$ cat src/design/bus_bench_pkg.sv
// Bus bench package with bus widths, register count and the sequencer state encoding
package bus_bench_pkg;

    // Bus word width, shared by master_data, slave_data and the slave registers
    localparam int data_width = 32;

    // Slave register file
    localparam int reg_count = 4;
    localparam int sel_width = 2;    // Enough to address reg_count entries

    // Trigger LFSR, only its low data_width bits leave the block
    localparam int lfsr_width = 128;

    // Bus sequencer, fixed five-step walk per transaction
    typedef enum logic [2:0] {
        bus_idle      = 3'd0,    // Waiting for master_req
        bus_arbitrate = 3'd1,    // Timed wait, single master only
        bus_transfer  = 3'd2,    // Register write
        bus_output    = 3'd3,    // Read back and ack
        bus_complete  = 3'd4     // Ack drops, back to idle
    } bus_state_t;

endpackage

$ cat src/design/bus_host_regs.sv
// Bus host sequencer with a four-entry slave register file and read-back ack
`timescale 1ns/100ps

module bus_host_regs #(
    parameter logic [bus_bench_pkg::data_width-1:0] REG_INIT0 = '0,
    parameter logic [bus_bench_pkg::data_width-1:0] REG_INIT1 = '0,
    parameter logic [bus_bench_pkg::data_width-1:0] REG_INIT2 = '0,
    parameter logic [bus_bench_pkg::data_width-1:0] REG_INIT3 = '0
) (
    input  logic                                 clk,
    input  logic                                 rst,
    input  logic                                 master_req,
    input  logic [bus_bench_pkg::sel_width-1:0]  reg_sel,
    input  logic [bus_bench_pkg::data_width-1:0] write_data,
    output logic [bus_bench_pkg::data_width-1:0] slave_data,
    output logic                                 bus_ack
);

    import bus_bench_pkg::*;

    bus_state_t state;
    bus_state_t state_next;

    logic [data_width-1:0] slave_regs [reg_count];

    // Fixed walk, only idle waits on the master
    always_comb begin
        state_next = state;
        case (state)
            bus_idle: begin
                if (master_req) begin
                    state_next = bus_arbitrate;
                end
            end
            bus_arbitrate: state_next = bus_transfer;    // Single master, plain delay
            bus_transfer:  state_next = bus_output;
            bus_output:    state_next = bus_complete;
            bus_complete:  state_next = bus_idle;
            default:       state_next = bus_idle;
        endcase
    end

    always_ff @(posedge clk or posedge rst) begin
        if (rst) begin
            state <= bus_idle;
        end else begin
            state <= state_next;
        end
    end

    // Register file, one write per transaction
    always_ff @(posedge clk or posedge rst) begin
        if (rst) begin
            slave_regs[0] <= REG_INIT0;
            slave_regs[1] <= REG_INIT1;
            slave_regs[2] <= REG_INIT2;
            slave_regs[3] <= REG_INIT3;
        end else if (state == bus_transfer) begin
            slave_regs[reg_sel] <= write_data;    // reg_sel held by the master
        end
    end

    // Read back the entry just written, one edge after the write
    always_ff @(posedge clk or posedge rst) begin
        if (rst) begin
            slave_data <= '0;
            bus_ack    <= 1'b0;
        end else begin
            bus_ack <= (state == bus_output);    // High for the complete state only
            if (state == bus_output) begin
                slave_data <= slave_regs[reg_sel];
            end
        end
    end

    // Ack is a single-cycle pulse
    a_ack_pulse: assert property (
        @(posedge clk) disable iff (rst)
        bus_ack |=> !bus_ack
    ) else $error("bus_ack held high for more than one cycle");

    // Request seen in idle gives the ack four cycles later, and not before
    a_ack_latency: assert property (
        @(posedge clk) disable iff (rst)
        (state == bus_idle && master_req) |-> !bus_ack [*4] ##1 bus_ack
    ) else $error("bus_ack did not follow the request after four cycles");

    // Write in transfer must be visible at the next read-back
    a_readback: assert property (
        @(posedge clk) disable iff (rst)
        (state == bus_transfer) |=> ##1 (slave_data == $past(write_data, 2))
    ) else $error("Read-back word differs from the written word");

endmodule

$ cat src/design/bus_host_top.sv
// Bus host top level with the request LFSR, payload block and host sequencer
`timescale 1ns/100ps

module bus_host_top #(
    parameter logic [bus_bench_pkg::data_width-1:0] REG_INIT0     = 32'h89ABCDEF,
    parameter logic [bus_bench_pkg::data_width-1:0] REG_INIT1     = 32'h09844DFE,
    parameter logic [bus_bench_pkg::data_width-1:0] REG_INIT2     = 32'h89ABCDEF,
    parameter logic [bus_bench_pkg::data_width-1:0] REG_INIT3     = 32'h856EE81F,
    parameter logic [bus_bench_pkg::lfsr_width-1:0] LFSR_INIT     =
        128'h0123456789ABCDEF0123456789ABCDEF,
    parameter logic [bus_bench_pkg::data_width-1:0] TRIGGER_MASK  = 32'h0000000F,
    parameter logic [bus_bench_pkg::data_width-1:0] TRIGGER_VALUE = 32'h00000005,
    parameter logic [bus_bench_pkg::data_width-1:0] PAYLOAD_XOR   = 32'h0000FFFF
) (
    input  logic                                 clk,
    input  logic                                 rst,
    input  logic [bus_bench_pkg::data_width-1:0] master_data,
    input  logic                                 master_req,
    input  logic [bus_bench_pkg::sel_width-1:0]  reg_sel,
    output logic [bus_bench_pkg::data_width-1:0] slave_data,
    output logic                                 bus_ack
);

    import bus_bench_pkg::*;

    logic [data_width-1:0] lfsr_word;     // Trigger source
    logic [data_width-1:0] write_data;    // Possibly corrupted master word

    req_lfsr #(
        .LFSR_INIT (LFSR_INIT)
    ) u_lfsr (
        .clk        (clk),
        .rst        (rst),
        .master_req (master_req),
        .lfsr_word  (lfsr_word)
    );

    // Sits in the write path between master and register file
    trojan_payload #(
        .TRIGGER_MASK  (TRIGGER_MASK),
        .TRIGGER_VALUE (TRIGGER_VALUE),
        .PAYLOAD_XOR   (PAYLOAD_XOR)
    ) u_payload (
        .lfsr_word   (lfsr_word),
        .master_data (master_data),
        .write_data  (write_data)
    );

    bus_host_regs #(
        .REG_INIT0 (REG_INIT0),
        .REG_INIT1 (REG_INIT1),
        .REG_INIT2 (REG_INIT2),
        .REG_INIT3 (REG_INIT3)
    ) u_host (
        .clk        (clk),
        .rst        (rst),
        .master_req (master_req),
        .reg_sel    (reg_sel),
        .write_data (write_data),
        .slave_data (slave_data),
        .bus_ack    (bus_ack)
    );

endmodule

$ cat src/design/req_lfsr.sv
// Request-stepped 128-bit Fibonacci LFSR that feeds the trigger compare
`timescale 1ns/100ps

module req_lfsr #(
    parameter logic [bus_bench_pkg::lfsr_width-1:0] LFSR_INIT = '1
) (
    input  logic                                 clk,
    input  logic                                 rst,
    input  logic                                 master_req,
    output logic [bus_bench_pkg::data_width-1:0] lfsr_word
);

    import bus_bench_pkg::*;

    logic [lfsr_width-1:0] lfsr_state;
    logic                  feedback;

    // Taps 127, 6, 1, 0
    assign feedback = lfsr_state[lfsr_width-1] ^ lfsr_state[6] ^ lfsr_state[1] ^ lfsr_state[0];

    // Steps in every sequencer state, as long as the request is up
    always_ff @(posedge clk or posedge rst) begin
        if (rst) begin
            lfsr_state <= LFSR_INIT;
        end else if (master_req) begin
            lfsr_state <= {lfsr_state[lfsr_width-2:0], feedback};
        end
    end

    assign lfsr_word = lfsr_state[data_width-1:0];    // Low word only

    // An all-zero state would lock up and freeze the trigger input for good
    a_state_nonzero: assert property (
        @(posedge clk) disable iff (rst)
        lfsr_state != '0
    ) else $error("LFSR state reached all zeros");

endmodule

$ cat src/design/trojan_payload.sv
// Trigger compare on the LFSR word and payload XOR on the bus write data
`timescale 1ns/100ps

module trojan_payload #(
    parameter logic [bus_bench_pkg::data_width-1:0] TRIGGER_MASK  = '0,
    parameter logic [bus_bench_pkg::data_width-1:0] TRIGGER_VALUE = '1,
    parameter logic [bus_bench_pkg::data_width-1:0] PAYLOAD_XOR   = '0
) (
    input  logic [bus_bench_pkg::data_width-1:0] lfsr_word,
    input  logic [bus_bench_pkg::data_width-1:0] master_data,
    output logic [bus_bench_pkg::data_width-1:0] write_data
);

    logic trigger;

    // Only the masked bits of the LFSR word take part in the compare
    assign trigger = (lfsr_word & TRIGGER_MASK) == TRIGGER_VALUE;

    // No latency since the sequencer samples write_data at its transfer edge
    always_comb begin
        if (trigger) begin
            write_data = master_data ^ PAYLOAD_XOR;    // Corrupted word
        end else begin
            write_data = master_data;    // Clean pass-through
        end
    end

    // Any change to the word must stay inside the payload pattern
    always_comb begin
        assert final (((write_data ^ master_data) & ~PAYLOAD_XOR) == '0)
            else $error("Write data changed outside the payload bits");
    end

endmodule

$ cat config.mk
export PLATFORM = sky130hd
export DESIGN_NAME = bus_host_top
export DESIGN_NICKNAME = d
export VERILOG_FILES = /design/src/design/bus_bench_pkg.sv /design/src/design/bus_host_regs.sv /design/src/design/bus_host_top.sv /design/src/design/req_lfsr.sv /design/src/design/trojan_payload.sv
export SDC_FILE = /design/constraint.sdc
export NUM_CORES = 1
export LEC_CHECK = 0
export BUFFER_PORTS_ARGS = -buffer_cell sky130_fd_sc_hd__buf_2
export CORE_MARGIN = 2
export CORE_UTILIZATION = 45
export CTS_BUF_LIST = sky130_fd_sc_hd__clkbuf_4 sky130_fd_sc_hd__clkbuf_8
export DETAILED_ROUTE_END_ITERATION = 7
export HOLD_SLACK_MARGIN = 0.03
export PLACE_DENSITY = 0.72
export SLEW_MARGIN = 20
export SYNTH_ARGS = -nofsm -noshare
export SYNTH_HDL_FRONTEND = slang
export SYNTH_SLANG_ARGS = --single-unit
$ cat constraint.sdc
create_clock -name clk -period 13.5 [get_ports clk]
set_clock_uncertainty 0.05 [all_clocks]
set_input_delay 0.675 -clock clk [delete_from_list [all_inputs] [get_ports clk]]
set_output_delay 0.675 -clock clk [all_outputs]
set_load 0.02 [all_outputs]
==> flow_summary.yaml, run 1 <==
run_status:
  status: "finished clean"
logic_synthesis:
  ys_types: 26
  synthArstFlopShare_pct: 100
  netlist_area_um2: 11900
  postSynthAreaPerCell_um2: 17.4
  synth-edff-count: 0
  yosys-top-cells-count: "mux2_2 (283), dfrtp_1 (156), dfstp_2 (136), mux4_2 (32), buf_2 (21)"
  netlist_instances: 687
  synth_top_area_share_pct: 32.7
  synth_nets: 724
  synth_seq_area_share_pct: 62.6
  synth_area_leaders: "dfrtp_1 (33%), dfstp_2 (30%), mux2_2 (27%)"
  yosysTopAreaCell: "dfrtp_1"
  yosys.cell_count.top_type: "mux2_2"
  yosys_warnings: 0
  ys_seq_elements: 292
  ys.flop_type: "dfrtp_1"
critical_path:
  cpPeakStageDelay_ns: 0.98
  cp_top_family: "simple AND/OR/NAND/NOR gates"
  worst_ep_arrival_time_ns: 2.99
  crit_path_start: "reg_sel[1]"
  cpMaxStageDelayCell: "nand3_2"
  path_max_fanout: 36
  worstPathCellList: "buf_2 -> nand3_2 -> mux2_2"
  cp-end-kind: "flop"
  critPathBufInv: 1
  r2r_slack_ns: 11.06
  crit_required_ns: 13.86
  startpoint_type: "input pin"
  path_class: "in2reg"
  r2r_start: "u_host.state[2]$_DFFE_PP0P_"
sta:
  hold_viol_final: 0
  finalCriticalPeriod_ns: 2.62
  worst_slack_ns: 10.88
  worst_pin_slew_ns: 1.05
  max_freq_ghz: 0.381
  maxSlewViolCount: 0
  slew_headroom_pct: 29.7
  min_period_over_period_pct: 19.4
  grt_setup_unrepaired: "no"
  setup-violations-final: 0
  tns_ns: 0
placement:
  dp_cells: 1058
  pre_cts_slack_ns: 10.27
  gp_congestion: 0.704
  portBuffers: 69
  dp_hpwl_um: 11000
cells_and_area:
  diodes: 0
  utilization_pct: 52.4
  drive_gt1_share_pct: 76.7
  instances_no_fill: 1150
  layout.nets: 812
  syn2layout_area_growth_pct: 14.3
floorplanning:
  num_rows: 59
  die-area_um2: 27900
  pin_count: 70
  start_util_pct: 45.8
  fp.dieH_um: 167
  die_x_um: 167
  core_area_um2: 26100
clock_tree:
  cts_setup_buffers: 0
  htree_levels: 2
  max-clock-path-buffers: 3
  cts_buffers: 49
  tritoncts: "done"
  cts.clk_slew.worst_paths_ns: 0.06
  ctsResizeCount: 0
  root_buffer: "clkbuf_8"
  clkLatencyLatePin_ns: 0.56
  cts_sinks: 292
  ctsHoldBuffers: 0
power_and_ir_drop:
  leakagePower_nw: 6.01
  p_int_mw: 2.15
  p_sw_mw: 0.766
  swShare_pct: 26.3
  p_per_area_nw_per_um2: 213
  clkPwrFrac_pct: 28.1
  ir_worst_vdd_uv: 119
  power.share.sequential_pct: 48.5
  finalPower_mw: 2.91
  power_frac_comb_pct: 23.4
global_route:
  grt_pass1_wl_um: 32400
  antenna_found_initial: 2
  grt_use_total_pct: 14.0
  grt_pass1_vias: 6318
  grt_max_degree: 156
  grt_overflow: 0
detailed_routing:
  drtIter0Drc: 334
  viasPerCell: 5.10
  drc: 0
  vias: 5864
  drtAntennaViolNets: 0
  post_drt_wl_per_cell_um: 16.7
  wl_um: 19200
  first_pass_iters: 4
flow_run:
  cap_violations: 0
worst_hold_path:
  hp-class: "in2async"
layout by cell type, fill, tap and decap left out, types with 2 or more instances in the layout:
master	Yosys	routed
buf_2	21	68
buf_4	8	8
clkbuf_4	0	21
clkbuf_8	0	63
clkinv_2	0	4
clkinv_8	0	2
clkinvlp_4	0	2
dfrtp_1	156	156
dfstp_2	136	136
mux2_1	3	3
mux2_2	283	283
mux4_2	32	32
nand2_1	2	2
nor2_1	4	3
xnor2_1	2	2
xor2_1	17	17
routing by layer:
layer | wire (µm) | part of all wire [%] | GRT usage (%)
met5 | 25 | 0.13 | 0
met4 | 402 | 2.1 | 4.20
met3 | 913 | 4.7 | 3.68
met2 | 8990 | 47 | 22.0
met1 | 8890 | 46 | 19.2
layout make-up:
cell class / count / area [µm²]
sequential: 292 / 7480
inverter: 2 / 20.0
tap: 335 / 419
multi-input combinational: 353 / 4230
timing repair buffer: 77 / 428
clock buffer: 84 / 1020
clock inverter: 7 / 51.3
fill: 2150 / 12400
sequential cells by signal (all words and copies together) (netlist names):
| register | flops |
|---|---|
| u_host.bus_ack | 1 |
| u_host.slave_data | 32 |
| u_host.state | 3 |
| u_lfsr.lfsr_state | 128 |
| u_host.slave_regs | 128 |
cells by family (layout without fill, tap and decap cells):
family / Yosys count / count (layout) / synth area share, %
AO/OA/AOI/OAI: 1 / 1 / 0.0419
XOR/XNOR: 19 / 19 / 1.39
buffers and inverters: 42 / 170 / 2.05
flip-flops: 292 / 292 / 62.6
multiplexers: 319 / 319 / 33.1
AND/OR/NAND/NOR: 14 / 14 / 0.828
path summary, 6_finish.rpt:
path | endpoint | cells after the start
setup / recovery | u_host.slave_regs[29]$_DFFE_PP0P_ | 3
hold / removal | u_lfsr.lfsr_state[4]$_DFFE_PP0P_ | 2
setup reg to reg | u_host.slave_regs[125]$_DFFE_PP0P_ | 4
hold reg to reg | u_lfsr.lfsr_state[2]$_DFFE_PP1P_ | 2
max in group asynchronous | u_lfsr.lfsr_state[41]$_DFFE_PP0P_ | 3
min in group clk | u_host.slave_regs[94]$_DFFE_PP0P_ | 2
through the flow:
stage | instance area (µm²) | hold WS [ns]
after floorplan | 11900 | 0.401
after global placement | 12500 | 0.415
after detailed placement | 12500 | 0.417
after CTS | 13600 | 0.306
after global routing | 13700 | 0.210
final | 13700 | 0.168
power by group through the flow:
stage | logic, mW | registers [mW] | clock network, mW
global placement | 0.666 | 1.41 | 0
finish | 0.681 | 1.41 | 0.818
floorplan | 0.493 | 1.44 | 0
global route | 0.739 | 1.45 | 0.888
detailed placement | 0.684 | 1.42 | 0
CTS | 0.686 | 1.41 | 0.846
Power figures use the tool's default switching activity.
==> run 2: changes to the inputs <==
==> constraint.sdc (replaced) <==
create_clock -name clk -period 2.5 [get_ports clk]
set_clock_uncertainty 0.05 [all_clocks]
set_input_delay 0.125 -clock clk [delete_from_list [all_inputs] [get_ports clk]]
set_output_delay 0.125 -clock clk [all_outputs]
set_load 0.02 [all_outputs]
==> flow_summary.yaml, run 2 (same netlist as run 1, synthesis figures left out) <==
clock_tree:
  root_buffer: "clkbuf_8"
  cts.clk_slew.worst_paths_ns: 0.06
  tritoncts: "done"
  ctsHoldBuffers: 33
  cts_buffers: 47
  cts_setup_buffers: 0
  ctsResizeCount: 0
  cts_sinks: 292
  clkLatencyLatePin_ns: 0.55
  max-clock-path-buffers: 3
  htree_levels: 2
global_route:
  grt_pass1_wl_um: 33900
  grt_use_total_pct: 14.9
  grt_pass1_vias: 6647
  grt_overflow: 0
  grt_max_degree: 85
  antenna_found_initial: 2
floorplanning:
  start_util_pct: 45.8
  core_area_um2: 26100
  num_rows: 59
  pin_count: 70
  die-area_um2: 27900
  fp.dieH_um: 167
  die_x_um: 167
sta:
  hold_viol_final: 0
  worst_pin_slew_ns: 0.663
  holdWs_ns: 0.0778
  setup-violations-final: 0
  finalCriticalPeriod_ns: 1.93
  worst_slack_ns: 0.574
  tns_ns: 0
  min_period_over_period_pct: 77.0
  grt_setup_unrepaired: "no"
  slew_headroom_pct: 55.8
  max_freq_ghz: 0.519
  maxSlewViolCount: 0
detailed_routing:
  drc: 0
  viasPerCell: 5.11
  post_drt_wl_per_cell_um: 16.7
  first_pass_iters: 6
  drtAntennaViolNets: 0
  drtIter0Drc: 287
  wl_um: 20000
  vias: 6135
critical_path:
  startpoint_type: "flop"
  cp_top_family: "simple AND/OR/NAND/NOR gates"
  reg2reg_depth: 4
  worst_ep_arrival_time_ns: 2.30
  cpPeakStageDelay_ns: 0.46
  r2r_end: "u_host.slave_regs[44]$_DFFE_PP0P_"
  critPathBufInv: 1
  cp-end-kind: "flop"
  r2r_start: "u_host.state[2]$_DFFE_PP0P_"
  cpMaxStageDelayCell: "dfrtp_1"
  r2r_slack_ns: 0.57
  path_max_fanout: 26
  worstPathCellList: "nor3b_2 -> and3b_1 -> buf_4 -> mux2_2"
  crit_required_ns: 2.88
  path_class: "reg2reg"
  crit_path_start: "u_host.state[2]$_DFFE_PP0P_"
cells_and_area:
  layout.nets: 861
  design_area_um2: 14200
  drive_gt1_share_pct: 74.2
  syn2layout_area_growth_pct: 18.6
  layout_commonest_cell: "mux2_2"
  reg.largest.list: "u_host.slave_regs (128), u_lfsr.lfsr_state (128), u_host.slave_data (32)"
  fillers: 2057
  instances_no_fill: 1200
  final_cell_mix: "mux2_2 (283), dfrtp_1 (156), dfstp_2 (136), buf_2 (68), clkbuf_8 (60)"
flow_run:
  cap_violations: 0
power_and_ir_drop:
  p_sw_mw: 4.10
  power_frac_comb_pct: 23.9
  leakagePower_nw: 6.24
  clkPwrFrac_pct: 27.4
  swShare_pct: 26.2
  p_int_mw: 11.6
  power.share.sequential_pct: 48.7
  p_per_area_nw_per_um2: 1110
  ir_worst_vdd_uv: 812
worst_hold_path:
  worstHoldStart: "reg_sel[0]"
  hp-class: "in2reg"
  hold_path_depth: 3
  holdPathEnd: "u_host.slave_regs[20]$_DFFE_PP0P_"
placement:
  dp_hpwl_um: 12300
  dp_cells: 1077
  place_area_um2: 12800
  pre_cts_slack_ns: 0.588
  portBuffers: 69
  gp_congestion: 0.680
run_status:
  status: "finished clean"
run 2: worst register-to-register path: cells and delay by family, from the launching register on:
family / cells / cell delay (ns)
AND/OR/NAND/NOR: 2 / 0.53
buffers and inverters: 1 / 0.37
flip-flops: 1 / 0.46
multiplexers: 1 / 0.41
run 2: routing by layer:
layer	share of wire [%]	routed length, µm	global-route usage (%)
met1	46	9150	20.0
met2	48	9640	24.2
met3	4.4	875	4.02
met4	1.7	338	3.67
met5	0	0	0
run 2: cell type report:
cell class / count / area (µm²) / area share, %
clock buffer: 82 / 991 / 7.00
sequential: 292 / 7480 / 52.8
antenna: 2 / 5.00 / 0.0353
timing repair buffer: 128 / 986 / 6.96
tap: 335 / 419 / 2.96
multi-input combinational: 353 / 4230 / 29.9
clock inverter: 6 / 36.3 / 0.256
inverter: 2 / 11.3 / 0.0795
run 2: how the worst max path moves through the flow:
stage | to | cells after the start
after floorplan | u_host.bus_ack$_DFF_PP0_ | 1
after global placement | u_host.slave_regs[62]$_DFFE_PP0P_ | 4
after detailed placement | u_host.slave_regs[36]$_DFFE_PP0P_ | 4
after CTS | u_host.slave_regs[44]$_DFFE_PP0P_ | 4
final | u_host.slave_regs[44]$_DFFE_PP0P_ | 4
after global routing | u_host.slave_regs[60]$_DFFE_PP0P_ | 4
run 2: power by group through the flow:
stage	clock (mW)	sequential, mW	combinational (mW)
final	4.29	7.62	3.74
after global routing	4.66	7.83	4.06
after detailed placement	0	7.70	3.75
after global placement	0	7.65	3.64
after floorplan	0	7.77	2.66
after CTS	4.43	7.63	3.80
run 2: per-stage QoR:
stage / utilization (%) / power, mW
final: 54.3 / 15.7
after global routing: 54.3 / 16.5
after CTS: 54.3 / 15.9
after detailed placement: 49.1 / 11.4
after global placement: 49.1 / 11.3
after floorplan: - / 10.4
==> run 3: changes to the inputs <==
--- a/config.mk
+++ b/config.mk
@@ -5,6 +5,7 @@
 export SDC_FILE = /design/constraint.sdc
 export NUM_CORES = 1
 export LEC_CHECK = 0
+export ABC_AREA = 1
 export BUFFER_PORTS_ARGS = -buffer_cell sky130_fd_sc_hd__buf_2
 export CORE_MARGIN = 2
 export CORE_UTILIZATION = 45
==> constraint.sdc (replaced) <==
create_clock -name clk -period 2 [get_ports clk]
set_clock_uncertainty 0.05 [all_clocks]
set_input_delay 0.1 -clock clk [delete_from_list [all_inputs] [get_ports clk]]
set_output_delay 0.1 -clock clk [all_outputs]
set_load 0.02 [all_outputs]
==> flow_summary.yaml, run 3 <==
run_status:
  status: "finished clean"
detailed_routing:
  top_layer: "met4"
  post_drt_wl_per_cell_um: 13.8
  drtIter0Drc: 762
  wl_um: 28300
  drc: 0
  vias: 9990
  dr_wl_met3_um: 1640
  wl_met1_um: 12700
  viasPerCell: 4.87
  drtAntennaViolNets: 0
  first_pass_iters: 5
  dr_wl_met2_um: 13300
sta:
  finalCriticalPeriod_ns: 1.69
  grt_setup_unrepaired: "no"
  worst_pin_slew_ns: 0.693
  maxSlewViolCount: 0
  holdWs_ns: 0.146
  slew_headroom_pct: 53.7
  max_freq_ghz: 0.591
  min_period_over_period_pct: 84.6
  hold_viol_final: 0
  setup-violations-final: 0
  worst_slack_ns: 0.308
  tns_ns: 0
floorplanning:
  die_x_um: 171
  num_rows: 60
  start_util_pct: 46.1
  core_area_um2: 27100
  fp.dieH_um: 171
  die-area_um2: 29100
  pin_count: 70
global_route:
  grt_pass1_wl_um: 47900
  grt_overflow: 0
  grt_use_total_pct: 20.1
  grt_pass1_vias: 10041
  antenna_found_initial: 2
  grt_max_degree: 132
critical_path:
  path_class: "reg2reg"
  cp_top_family: "simple AND/OR/NAND/NOR gates"
  startpoint_type: "flop"
  cpPeakStageDelay_ns: 0.39
  cpMaxStageDelayCell: "dfrtp_1"
  worstPathCellList: "nor2_1 -> nand2_1 -> nor2_4 -> buf_4 -> nand3_1 -> o21ai_0"
  worst_ep_arrival_time_ns: 2.13
  critPathBufInv: 1
  cp-end-kind: "flop"
  path_max_fanout: 28
  crit_required_ns: 2.43
logic_synthesis:
  postSynthAreaPerCell_um2: 8.21
  ys.flop_type: "dfrtp_1"
  ys_types: 20
  ys_seq_elements: 292
  synth-edff-count: 0
  yosysTopAreaCell: "dfrtp_1"
  yosys-top-cells-count: "nand2_1 (604), nor2_1 (163), dfrtp_1 (156), dfstp_2 (136), inv_1 (129)"
  netlist_instances: 1521
  yosys_warnings: 0
  synth_area_leaders: "dfrtp_1 (31%), dfstp_2 (29%), nand2_1 (18%)"
  synth_top_area_share_pct: 31.3
  synth_nets: 1558
  synth_seq_area_share_pct: 59.9
  yosys.cell_count.top_type: "nand2_1"
  synthArstFlopShare_pct: 100
  netlist_area_um2: 12500
cells_and_area:
  drive_gt1_share_pct: 20.5
  utilization_pct: 54.7
  layout_commonest_cell: "nand2_1"
  design_area_um2: 14800
  final_cell_mix: "nand2_1 (604), nor2_1 (163), dfrtp_1 (156), dfstp_2 (136)"
  instances_no_fill: 2051
  syn2layout_area_growth_pct: 18.7
  reg.largest.list: "u_host.slave_regs (128), u_lfsr.lfsr_state (128), u_host.slave_data (32)"
  fillers: 2431
  layout.nets: 1675
clock_tree:
  clkLatencyLatePin_ns: 0.56
  cts_setup_buffers: 0
  tritoncts: "done"
  htree_levels: 2
  max-clock-path-buffers: 3
  ctsResizeCount: 0
  ctsHoldBuffers: 36
  cts_buffers: 49
  cts.clk_slew.worst_paths_ns: 0.06
  cts_sinks: 292
  root_buffer: "clkbuf_8"
placement:
  portBuffers: 69
  pre_cts_slack_ns: 0.347
  dp_hpwl_um: 17300
  place_area_um2: 13400
  dp_cells: 1923
  gp_congestion: 0.784
power_and_ir_drop:
  p_per_area_nw_per_um2: 1290
  finalPower_mw: 19.1
  leakagePower_nw: 7.46
  ir_worst_vdd_uv: 434
flow_run:
  cap_violations: 0
worst_hold_path:
  hp-class: "in2async"
==> run 3: changes by cell type after synthesis, moves of 43 or more <==
cell	before	now
nor2_1	4	163
nand2_1	2	604
clkbuf_1	4	47
nand3_1	1	101
mux2_2	283	0
inv_1	2	129
o21ai_0	1	128
==> run 3: layout make-up <==
class	instances	area [µm²]	share of cell area (%)
Antenna cell	2	5.00	0.0338
Timing Repair Buffer	145	1160	7.82
Tap cell	372	465	3.14
Multi-Input combinational cell	1017	4170	28.1
Sequential cell	292	7480	50.5
Inverter	133	504	3.40
Clock inverter	6	40.0	0.270
Clock buffer	84	1000	6.75
==> run 3: final timing paths <==
path | startpoint | end | slack (ns) | cells past startpoint
min in group clk | master_data[24] | u_host.slave_regs[24]$_DFFE_PP1P_ | 0.27 | 4
hold / removal | rst | u_host.slave_regs[50]$_DFFE_PP0P_ | 0.15 | 3
hold reg to reg | u_lfsr.lfsr_state[66]$_DFFE_PP1P_ | u_lfsr.lfsr_state[67]$_DFFE_PP1P_ | 0.41 | 2
setup / recovery | u_host.state[0]$_DFFE_PP0P_ | u_host.slave_regs[39]$_DFFE_PP1P_ | 0.31 | 6
max in group asynchronous | rst | u_lfsr.lfsr_state[49]$_DFFE_PP1P_ | 0.94 | 4
setup reg to reg | u_host.state[0]$_DFFE_PP0P_ | u_host.slave_regs[39]$_DFFE_PP1P_ | 0.31 | 6
==> run 3: metal layers <==
layer	vias to the layer above	global-route usage [%]
met1	4743	27.1
met4	0	6.95
met5	-	0
met3	59	3.52
met2	281	33.0
li1	4907	-
==> run 3: cells by family after synthesis <==
group,share of synthesized area (%)
buffers and inverters,6.84
AO/OA/AOI/OAI,5.47
AND/OR/NAND/NOR,27.8
flip-flops,59.9
==> run 3: where the power goes <==
group,total [mW],leakage [nW],internal (mW),switching (mW)
logic,4.67,3.46,1.56,3.11
clock network,5.50,0.565,3.14,2.36
registers,8.91,3.44,8.25,0.662
==> run 3: tightest hold or removal path, delay by kind of cell <==
kind | cells | cell delay [ns]
buffers and inverters | 3 | 1.13
